## config.mk

```make
export PLATFORM = sky130hd
export DESIGN_NAME = mmu_top
export DESIGN_NICKNAME = d
export VERILOG_FILES = /design/src/mmu_pkg.sv /design/src/tlb.sv /design/src/fetch_xlate.sv /design/src/lsu_xlate.sv /design/src/mmu_top.sv
export VERILOG_INCLUDE_DIRS = /design/src
export SDC_FILE = /design/constraint.sdc
export NUM_CORES = 1
export LEC_CHECK = 0
export BUFFER_PORTS_ARGS = -buffer_cell sky130_fd_sc_hd__clkbuf_2
export CAP_MARGIN = 20
export CORE_UTILIZATION = 55
export CTS_CLUSTER_DIAMETER = 200
export DETAILED_ROUTE_END_ITERATION = 10
export GPL_TIMING_DRIVEN = 0
export PLACE_DENSITY = 0.75
export SKIP_LAST_GASP = 1
export SYNTH_ARGS = -nofsm -noshare
export SYNTH_HDL_FRONTEND = slang
export SYNTH_HIERARCHICAL = 1
export SYNTH_SLANG_ARGS = --single-unit
```

## constraint.sdc

```tcl
create_clock -name clk_i -period 18.4 [get_ports clk_i]
set_clock_uncertainty 0.15 [all_clocks]
set_input_delay 3.68 -clock clk_i [delete_from_list [all_inputs] [get_ports clk_i]]
set_output_delay 3.68 -clock clk_i [all_outputs]
set_load 0.01 [all_outputs]
```

## src/mmu_config.svh

```systemverilog
/*
 * Sv32 MMU widths and TLB sizes
 */
`ifndef MMU_CONFIG_SVH
`define MMU_CONFIG_SVH

// --------------------------------------------------
// address format
// --------------------------------------------------
// virtual and physical address widths
`define MMU_VLEN 32
`define MMU_PLEN 34
// page numbers
`define MMU_PPNW 22
`define MMU_VPNW 20
// one level of the two-level vpn
`define MMU_VPN_LVLW 10
// 4 KiB page offset
`define MMU_PG_OFFS 12

// --------------------------------------------------
// TLB sizing
// --------------------------------------------------
`define MMU_ASIDW 9
`define MMU_ITLB_ENTRIES 4
`define MMU_DTLB_ENTRIES 8

`endif

```

## src/mmu_pkg.sv

```systemverilog
/*
 * MMU types: privilege level, exception causes, PTE flags
 * and the physical address composition shared by both paths
 */
`default_nettype none
`include "mmu_config.svh"

package mmu_pkg;

  // privilege levels, encoded as in mstatus.MPP
  typedef enum logic [1:0] {
    PRIV_U = 2'b00,
    PRIV_S = 2'b01,
    PRIV_M = 2'b11
  } priv_lvl_e;

  // RISC-V mcause codes used by the MMU
  typedef enum logic [3:0] {
    LOAD_MISALIGNED  = 4'd4,
    STORE_MISALIGNED = 4'd6,
    INSTR_PAGE_FAULT = 4'd12,
    LOAD_PAGE_FAULT  = 4'd13,
    STORE_PAGE_FAULT = 4'd15
  } exc_cause_e;

  // low byte of an Sv32 PTE, d at the top
  typedef struct packed {
    logic d;
    logic a;
    logic g;
    logic u;
    logic x;
    logic w;
    logic r;
    logic v;
  } pte_flags_t;

  // 4 KiB page: ppn + offset
  // megapage: ppn[1] + vpn[0] + offset straight from the vaddr
  function automatic logic [`MMU_PLEN-1:0] compose_paddr(
    input logic [`MMU_PPNW-1:0] ppn,
    input logic [`MMU_VLEN-1:0] vaddr,
    input logic                 mega
  );
    if (mega) begin
      return {ppn[`MMU_PPNW-1:`MMU_VPN_LVLW], vaddr[`MMU_PG_OFFS+`MMU_VPN_LVLW-1:0]};
    end
    return {ppn, vaddr[`MMU_PG_OFFS-1:0]};
  endfunction

endpackage

`default_nettype wire

```

## src/tlb.sv

```systemverilog
/*
 * fully associative TLB with ASID/global match and megapages,
 * refilled round-robin through an external update port
 */
`timescale 1ns/1ps
`default_nettype none
`include "mmu_config.svh"

module tlb #(
  parameter int unsigned NR_ENTRIES = `MMU_ITLB_ENTRIES
) (
  input  logic                     clk_i,
  input  logic                     rst_ni,
  input  logic                     flush_i,
  input  logic                     update_i,
  input  logic [`MMU_VPNW-1:0]     upd_vpn_i,
  input  logic [`MMU_PPNW-1:0]     upd_ppn_i,
  input  logic [`MMU_ASIDW-1:0]    upd_asid_i,
  input  logic                     upd_mega_i,
  input  mmu_pkg::pte_flags_t      upd_flags_i,
  input  logic [`MMU_VLEN-1:0]     lu_vaddr_i,
  input  logic [`MMU_ASIDW-1:0]    lu_asid_i,
  output logic                     lu_hit_o,
  output logic [`MMU_PPNW-1:0]     lu_ppn_o,
  output logic                     lu_mega_o,
  output mmu_pkg::pte_flags_t      lu_flags_o
);
  import mmu_pkg::*;

  localparam int unsigned PTR_W = (NR_ENTRIES > 1) ? $clog2(NR_ENTRIES) : 1;

  // entry payload
  logic [`MMU_VPN_LVLW-1:0] tag_vpn1_q [NR_ENTRIES];
  logic [`MMU_VPN_LVLW-1:0] tag_vpn0_q [NR_ENTRIES];
  logic [`MMU_PPNW-1:0]     ppn_q      [NR_ENTRIES];
  logic [`MMU_ASIDW-1:0]    asid_q     [NR_ENTRIES];
  logic                     mega_q     [NR_ENTRIES];
  pte_flags_t               flags_q    [NR_ENTRIES];
  // control
  logic [NR_ENTRIES-1:0]    valid_q;
  logic [PTR_W-1:0]         rr_ptr_q;
  logic                     do_write;
  // lookup
  logic [`MMU_VPN_LVLW-1:0] lu_vpn1;
  logic [`MMU_VPN_LVLW-1:0] lu_vpn0;
  logic [NR_ENTRIES-1:0]    match;

  // flush beats a refill in the same cycle, the refill is dropped
  assign do_write = update_i && !flush_i;

  // --------------------------------------------------
  // refill and flush
  // --------------------------------------------------
  always_ff @(posedge clk_i or negedge rst_ni) begin
    if (!rst_ni) begin
      valid_q  <= '0;
      rr_ptr_q <= '0;
    end else if (flush_i) begin
      // pointer survives a flush
      valid_q <= '0;
    end else if (do_write) begin
      valid_q[rr_ptr_q] <= 1'b1;
      if (rr_ptr_q == PTR_W'(NR_ENTRIES - 1)) begin
        rr_ptr_q <= '0;
      end else begin
        rr_ptr_q <= rr_ptr_q + 1'b1;
      end
    end
  end

  always_ff @(posedge clk_i) begin
    if (do_write) begin
      tag_vpn1_q[rr_ptr_q] <= upd_vpn_i[`MMU_VPNW-1:`MMU_VPN_LVLW];
      tag_vpn0_q[rr_ptr_q] <= upd_vpn_i[`MMU_VPN_LVLW-1:0];
      ppn_q[rr_ptr_q]      <= upd_ppn_i;
      asid_q[rr_ptr_q]     <= upd_asid_i;
      mega_q[rr_ptr_q]     <= upd_mega_i;
      flags_q[rr_ptr_q]    <= upd_flags_i;
    end
  end

  // --------------------------------------------------
  // lookup
  // --------------------------------------------------
  assign lu_vpn1 = lu_vaddr_i[`MMU_VLEN-1:`MMU_VLEN-`MMU_VPN_LVLW];
  assign lu_vpn0 = lu_vaddr_i[`MMU_PG_OFFS+`MMU_VPN_LVLW-1:`MMU_PG_OFFS];

  // vpn0 ignored for megapages, asid ignored for global entries
  always_comb begin
    for (int unsigned i = 0; i < NR_ENTRIES; i++) begin
      match[i] = valid_q[i]
              && (tag_vpn1_q[i] == lu_vpn1)
              && (mega_q[i] || (tag_vpn0_q[i] == lu_vpn0))
              && (flags_q[i].g || (asid_q[i] == lu_asid_i));
    end
  end

  // walk down so the lowest matching index is the last one written
  always_comb begin
    lu_hit_o   = 1'b0;
    lu_ppn_o   = '0;
    lu_mega_o  = 1'b0;
    lu_flags_o = '0;
    for (int i = NR_ENTRIES - 1; i >= 0; i--) begin
      if (match[i]) begin
        lu_hit_o   = 1'b1;
        lu_ppn_o   = ppn_q[i];
        lu_mega_o  = mega_q[i];
        lu_flags_o = flags_q[i];
      end
    end
  end

endmodule

`default_nettype wire

```

## src/fetch_xlate.sv

```systemverilog
/*
 * instruction fetch translation, combinational in the request cycle
 */
`timescale 1ns/1ps
`default_nettype none
`include "mmu_config.svh"

module fetch_xlate (
  input  logic                  enable_translation_i,
  input  mmu_pkg::priv_lvl_e    priv_lvl_i,
  input  logic                  fetch_req_i,
  input  logic [`MMU_VLEN-1:0]  fetch_vaddr_i,
  input  logic                  itlb_hit_i,
  input  logic [`MMU_PPNW-1:0]  itlb_ppn_i,
  input  logic                  itlb_mega_i,
  input  mmu_pkg::pte_flags_t   itlb_flags_i,
  output logic                  fetch_valid_o,
  output logic [`MMU_PLEN-1:0]  fetch_paddr_o,
  output logic                  fetch_ex_valid_o,
  output mmu_pkg::exc_cause_e   fetch_ex_cause_o,
  output logic [`MMU_VLEN-1:0]  fetch_ex_tval_o,
  output logic                  itlb_miss_o
);
  import mmu_pkg::*;

  logic iaccess_err;
  logic xlate_hit;

  // U-mode on a supervisor page, or S-mode on a user page
  assign iaccess_err = ((priv_lvl_i == PRIV_U) && !itlb_flags_i.u)
                    || ((priv_lvl_i == PRIV_S) && itlb_flags_i.u);

  assign xlate_hit = fetch_req_i && enable_translation_i && itlb_hit_i;

  always_comb begin
    // bare mode, address passes through
    fetch_valid_o    = fetch_req_i;
    fetch_paddr_o    = {{(`MMU_PLEN - `MMU_VLEN){1'b0}}, fetch_vaddr_i};
    fetch_ex_valid_o = 1'b0;
    // only fault a fetch can raise here
    fetch_ex_cause_o = INSTR_PAGE_FAULT;
    fetch_ex_tval_o  = '0;
    if (enable_translation_i) begin
      // held back on a miss until the TLB is refilled
      fetch_valid_o = xlate_hit;
      fetch_paddr_o = compose_paddr(itlb_ppn_i, fetch_vaddr_i, itlb_mega_i);
      if (xlate_hit && iaccess_err) begin
        fetch_ex_valid_o = 1'b1;
        fetch_ex_tval_o  = fetch_vaddr_i;
      end
    end
  end

  // perf counter strobe
  assign itlb_miss_o = fetch_req_i && enable_translation_i && !itlb_hit_i;

endmodule

`default_nettype wire

```

## src/lsu_xlate.sv

```systemverilog
/*
 * load/store translation: DTLB lookup in cycle 0, registered,
 * physical address and exception out in cycle 1
 */
`timescale 1ns/1ps
`default_nettype none
`include "mmu_config.svh"

module lsu_xlate (
  input  logic                  clk_i,
  input  logic                  rst_ni,
  input  logic                  en_ld_st_translation_i,
  input  mmu_pkg::priv_lvl_e    ld_st_priv_lvl_i,
  input  logic                  sum_i,
  input  logic                  lsu_req_i,
  input  logic [`MMU_VLEN-1:0]  lsu_vaddr_i,
  input  logic                  lsu_is_store_i,
  input  logic                  lsu_misaligned_i,
  input  logic                  dtlb_hit_i,
  input  logic [`MMU_PPNW-1:0]  dtlb_ppn_i,
  input  logic                  dtlb_mega_i,
  input  mmu_pkg::pte_flags_t   dtlb_flags_i,
  output logic                  lsu_dtlb_hit_o,
  output logic                  dtlb_miss_o,
  output logic                  lsu_valid_o,
  output logic [`MMU_PLEN-1:0]  lsu_paddr_o,
  output logic                  lsu_ex_valid_o,
  output mmu_pkg::exc_cause_e   lsu_ex_cause_o,
  output logic [`MMU_VLEN-1:0]  lsu_ex_tval_o
);
  import mmu_pkg::*;

  // request stage
  logic                  req_q;
  logic                  is_store_q;
  logic                  mis_q;
  logic                  hit_q;
  logic [`MMU_VLEN-1:0]  vaddr_q;
  logic [`MMU_PPNW-1:0]  ppn_q;
  logic                  mega_q;
  pte_flags_t            flags_q;
  // result stage
  logic                  daccess_err;
  logic                  page_fault;

  // --------------------------------------------------
  // cycle 0
  // --------------------------------------------------
  // always a hit in bare mode
  assign lsu_dtlb_hit_o = en_ld_st_translation_i ? dtlb_hit_i : 1'b1;
  assign dtlb_miss_o    = lsu_req_i && en_ld_st_translation_i && !dtlb_hit_i;

  always_ff @(posedge clk_i or negedge rst_ni) begin
    if (!rst_ni) begin
      req_q      <= 1'b0;
      is_store_q <= 1'b0;
      mis_q      <= 1'b0;
      hit_q      <= 1'b0;
    end else begin
      req_q      <= lsu_req_i;
      is_store_q <= lsu_is_store_i;
      // no stray misaligned fault without a request
      mis_q      <= lsu_misaligned_i && lsu_req_i;
      hit_q      <= dtlb_hit_i;
    end
  end

  always_ff @(posedge clk_i) begin
    vaddr_q <= lsu_vaddr_i;
    ppn_q   <= dtlb_ppn_i;
    mega_q  <= dtlb_mega_i;
    flags_q <= dtlb_flags_i;
  end

  // --------------------------------------------------
  // cycle 1
  // --------------------------------------------------
  // S-mode on a user page needs SUM, U-mode needs a user page
  assign daccess_err = en_ld_st_translation_i
                    && (((ld_st_priv_lvl_i == PRIV_S) && !sum_i && flags_q.u)
                    ||  ((ld_st_priv_lvl_i == PRIV_U) && !flags_q.u));

  // stores also need W and D set
  assign page_fault = is_store_q ? (!flags_q.w || !flags_q.d || daccess_err) : daccess_err;

  assign lsu_valid_o = req_q && (!en_ld_st_translation_i || mis_q || hit_q);

  assign lsu_paddr_o = (en_ld_st_translation_i && !mis_q)
                     ? compose_paddr(ppn_q, vaddr_q, mega_q)
                     : {{(`MMU_PLEN - `MMU_VLEN){1'b0}}, vaddr_q};

  // misaligned first, then page fault
  always_comb begin
    lsu_ex_valid_o = 1'b0;
    lsu_ex_cause_o = is_store_q ? STORE_PAGE_FAULT : LOAD_PAGE_FAULT;
    lsu_ex_tval_o  = '0;
    if (mis_q) begin
      lsu_ex_valid_o = 1'b1;
      lsu_ex_cause_o = is_store_q ? STORE_MISALIGNED : LOAD_MISALIGNED;
      lsu_ex_tval_o  = vaddr_q;
    end else if (req_q && en_ld_st_translation_i && hit_q && page_fault) begin
      lsu_ex_valid_o = 1'b1;
      lsu_ex_tval_o  = vaddr_q;
    end
  end

endmodule

`default_nettype wire

```

## src/mmu_top.sv

```systemverilog
/*
 * Sv32 MMU top: ITLB + fetch path, DTLB + load/store path
 */
`timescale 1ns/1ps
`default_nettype none
`include "mmu_config.svh"

module mmu_top (
  input  logic                  clk_i,
  input  logic                  rst_ni,
  input  logic                  enable_translation_i,
  input  logic                  en_ld_st_translation_i,
  input  mmu_pkg::priv_lvl_e    priv_lvl_i,
  input  mmu_pkg::priv_lvl_e    ld_st_priv_lvl_i,
  input  logic                  sum_i,
  input  logic [`MMU_ASIDW-1:0] asid_i,
  // refill and flush
  input  logic                  tlb_flush_i,
  input  logic                  itlb_update_i,
  input  logic                  dtlb_update_i,
  input  logic [`MMU_VPNW-1:0]  upd_vpn_i,
  input  logic [`MMU_PPNW-1:0]  upd_ppn_i,
  input  logic [`MMU_ASIDW-1:0] upd_asid_i,
  input  logic                  upd_mega_i,
  input  mmu_pkg::pte_flags_t   upd_flags_i,
  // instruction fetch
  input  logic                  fetch_req_i,
  input  logic [`MMU_VLEN-1:0]  fetch_vaddr_i,
  output logic                  fetch_valid_o,
  output logic [`MMU_PLEN-1:0]  fetch_paddr_o,
  output logic                  fetch_ex_valid_o,
  output mmu_pkg::exc_cause_e   fetch_ex_cause_o,
  output logic [`MMU_VLEN-1:0]  fetch_ex_tval_o,
  output logic                  itlb_miss_o,
  // load/store
  input  logic                  lsu_req_i,
  input  logic [`MMU_VLEN-1:0]  lsu_vaddr_i,
  input  logic                  lsu_is_store_i,
  input  logic                  lsu_misaligned_i,
  output logic                  lsu_dtlb_hit_o,
  output logic                  dtlb_miss_o,
  output logic                  lsu_valid_o,
  output logic [`MMU_PLEN-1:0]  lsu_paddr_o,
  output logic                  lsu_ex_valid_o,
  output mmu_pkg::exc_cause_e   lsu_ex_cause_o,
  output logic [`MMU_VLEN-1:0]  lsu_ex_tval_o
);
  import mmu_pkg::*;

  // lookup results
  logic                 itlb_hit;
  logic [`MMU_PPNW-1:0] itlb_ppn;
  logic                 itlb_mega;
  pte_flags_t           itlb_flags;
  logic                 dtlb_hit;
  logic [`MMU_PPNW-1:0] dtlb_ppn;
  logic                 dtlb_mega;
  pte_flags_t           dtlb_flags;

  // refill fields, clock and reset by name
  tlb #(.NR_ENTRIES(`MMU_ITLB_ENTRIES)) i_itlb (
    .flush_i    (tlb_flush_i),
    .update_i   (itlb_update_i),
    .lu_vaddr_i (fetch_vaddr_i),
    .lu_asid_i  (asid_i),
    .lu_hit_o   (itlb_hit),
    .lu_ppn_o   (itlb_ppn),
    .lu_mega_o  (itlb_mega),
    .lu_flags_o (itlb_flags),
    .*
  );

  tlb #(.NR_ENTRIES(`MMU_DTLB_ENTRIES)) i_dtlb (
    .flush_i    (tlb_flush_i),
    .update_i   (dtlb_update_i),
    .lu_vaddr_i (lsu_vaddr_i),
    .lu_asid_i  (asid_i),
    .lu_hit_o   (dtlb_hit),
    .lu_ppn_o   (dtlb_ppn),
    .lu_mega_o  (dtlb_mega),
    .lu_flags_o (dtlb_flags),
    .*
  );

  fetch_xlate i_fetch_xlate (
    .itlb_hit_i   (itlb_hit),
    .itlb_ppn_i   (itlb_ppn),
    .itlb_mega_i  (itlb_mega),
    .itlb_flags_i (itlb_flags),
    .*
  );

  lsu_xlate i_lsu_xlate (
    .dtlb_hit_i   (dtlb_hit),
    .dtlb_ppn_i   (dtlb_ppn),
    .dtlb_mega_i  (dtlb_mega),
    .dtlb_flags_i (dtlb_flags),
    .*
  );

endmodule

`default_nettype wire

```

==> out/qor.csv <==
metric;value;unit
outcome;finished, violations left;
failing checks;design-rule violations;
Hold Vio Cnt, Final;0;
Power Internal;3010;uW
H-tree depth;3;
Die W;238;um
P per Cell Area;109;mW/mm2
global placement routability congestion;0.871;
Setup TNS Final;0;ns
vias per cell;5.88;
Crit. End Element;output port;
sw frac;22.9;%
Max clock buf depth;3;
hpwl dp;56400;um
worst-margin pin slew;1.16;ns
Routed WL;81500;um
final number of setup-violating endpoints;0;
DR pass1 iterations;9;
fin. max-slew vios;0;
power share of the combinational group;8.8;%
crit path kind;in -> out;
Final WS setup;6.85;ns
RSZ-0062 raised after global routing;false;
share of layout cells above drive strength 1;26.3;%
commonest non-fill, non-tap cell in the layout;edfxtp_1;
highest clock rate;86.6;MHz
Worst EP arrival;7.72;ns
cts hold-fix bufs;0;
Post-Layout Cell Count;3206;
Worst-Skew Late Latency;0.62;ns
Synth warnings;6;
drt drc;6;
CORE AREA;0.0551;mm2
clock-pin slew on the worst setup and hold paths;0.06;ns
sequential power share;51.8;%
cell count after placement;3066;
part of the cycle the worst path needs;62.8;%
Initial Util;55.6;%
Cell Area, Synth;0.0306;mm2
most frequent cells in the layout;edfxtp_1, clkbuf_2, xor2_1;
CP Data Required Time;14.57;ns
CTS tree;yes;
clk sinks;743;
drt wl/cell;25.4;um
number of global-route vias before repair;18400;
initial antenna violation count;1;
Die Height;238;um
largest net degree at the start of global routing;56;
Setup Slack @ Placement;6.97;ns
CTS root buffer;clkbuf_16;
Critical Path Start Type;input pin;
CP Max Fanout;10;
Syn Area/Cell;15.3;um2
relative slew slack;21.8;%
DR iter-0 viols;2020;
Overflow after GRT;0;
gr usage total;28.8;%
Max Cap Viol;0;
port buffer count;285;
CTS buffer count;75;
sw power;896;uW
Syn-to-layout area delta;17.5;%
time the worst path needs with I/O delays and setup;11.55;ns
class of the worst hold path;reg -> reg;
DR vias;18900;
Die ar.;0.0566;mm2
maximum VDD drop;0.0905;mV
Site Rows;86;
Mapped Cells;1996;
share of total power in the clock network;39.5;%
post-route ant nets;0;
first-pass GRT wire length;118000;um
Setup Fix Bufs, Post-CTS;0;
Resized cells post-CTS;0;
# IOs;296;
fin nets;2550;
Lkg Pwr;0.0127;uW
-- state kept, by name, indices dropped and copies added (netlist names) --
signal                  cells
i_dtlb/ppn_q              176
i_itlb/ppn_q               88
i_dtlb/tag_vpn0_q          80
i_dtlb/tag_vpn1_q          80
i_dtlb/asid_q              72
i_itlb/tag_vpn0_q          40
i_itlb/tag_vpn1_q          40
i_itlb/asid_q              36
i_dtlb/flags_q             32
i_lsu_xlate/vaddr_q        32
i_lsu_xlate/ppn_q          22
i_dtlb/mega_q               8
i_dtlb/valid_q              8
i_itlb/flags_q              8
i_itlb/mega_q               4
i_itlb/valid_q              4
i_dtlb/rr_ptr_q             3
i_lsu_xlate/flags_q         3
i_itlb/rr_ptr_q             2
i_lsu_xlate/hit_q           1
i_lsu_xlate/is_store_q      1
i_lsu_xlate/mega_q          1
i_lsu_xlate/mis_q           1
i_lsu_xlate/req_q           1
-- path summary, 6_finish.rpt --
path | end | startpoint | slack [ns] | depth (start not counted)
worst max-delay path | fetch_ex_tval_o[3] | fetch_vaddr_i[19] | 6.85 | 12
worst min-delay path | i_lsu_xlate/ppn_q[18] | i_dtlb/ppn_q[0][18] | 0.30 | 2
worst max register to register | i_lsu_xlate/ppn_q[9] | i_dtlb/tag_vpn0_q[7][8] | 14.41 | 9
worst min register to register | i_lsu_xlate/ppn_q[18] | i_dtlb/ppn_q[0][18] | 0.30 | 2
max in group asynchronous | i_itlb/valid_q[3] | rst_ni | 14.64 | 1
min in group asynchronous | i_dtlb/valid_q[2] | rst_ni | 2.98 | 1
-- power by group through the flow --
stage | Sequential (uW) | Clock, uW | Combinational [uW]
6_report | 2030 | 1540 | 342
2_1_floorplan | 2060 | 0 | 184
4_1_cts | 2030 | 1560 | 343
3_3_place_gp | 2070 | 0 | 304
5_1_grt | 2030 | 1620 | 365
3_5_place_dp | 2060 | 0 | 340
-- stage by stage --
stage	power [uW]	hold slack [ns]	cell area (um2)	util, %
2_1_floorplan	2240	0.274	30600	-
3_3_place_gp	2380	0.283	33000	59.9
3_5_place_dp	2400	0.283	33500	60.8
4_1_cts	3920	0.302	36000	65.4
5_1_grt	4020	0.320	36000	65.4
6_report	3910	0.302	36000	65.4
-- worst max-delay path: stages --
cell and delay [ns]:
clkbuf_2 0.20, xor2_1 0.21, nor4_1 0.37, a41oi_1 0.28
or4_1 0.52, buf_6 0.17, o311a_2 0.35, o21ai_0 0.49
xor2_2 0.37, buf_6 0.25, nor4_1 0.57, clkbuf_2 0.25
-- layout make-up --
| class | instances | area (um2) |
|---|---|---|
| inverter | 12 | 45.0 |
| multi-input combinational | 1089 | 8060 |
| tap | 748 | 936 |
| buffer | 154 | 981 |
| timing repair buffer | 320 | 1840 |
| clock inverter | 26 | 313 |
| sequential | 743 | 21600 |
| fill | 3826 | 19100 |
| clock buffer | 111 | 2200 |
| antenna | 3 | 7.51 |
-- metal layers --
| layer | wire [um] | up-vias | GRT usage [%] |
|---|---|---|---|
| met3 | 7390 | 180 | 5.10 |
| met5 | 0 | - | 0 |
| met1 | 31300 | 9413 | 37.8 |
| met2 | 39600 | 1010 | 48.1 |
| met4 | 3220 | 0 | 10.8 |
| li1 | - | 8256 | - |
No activity file was read; power rests on OpenSTA's default activity.
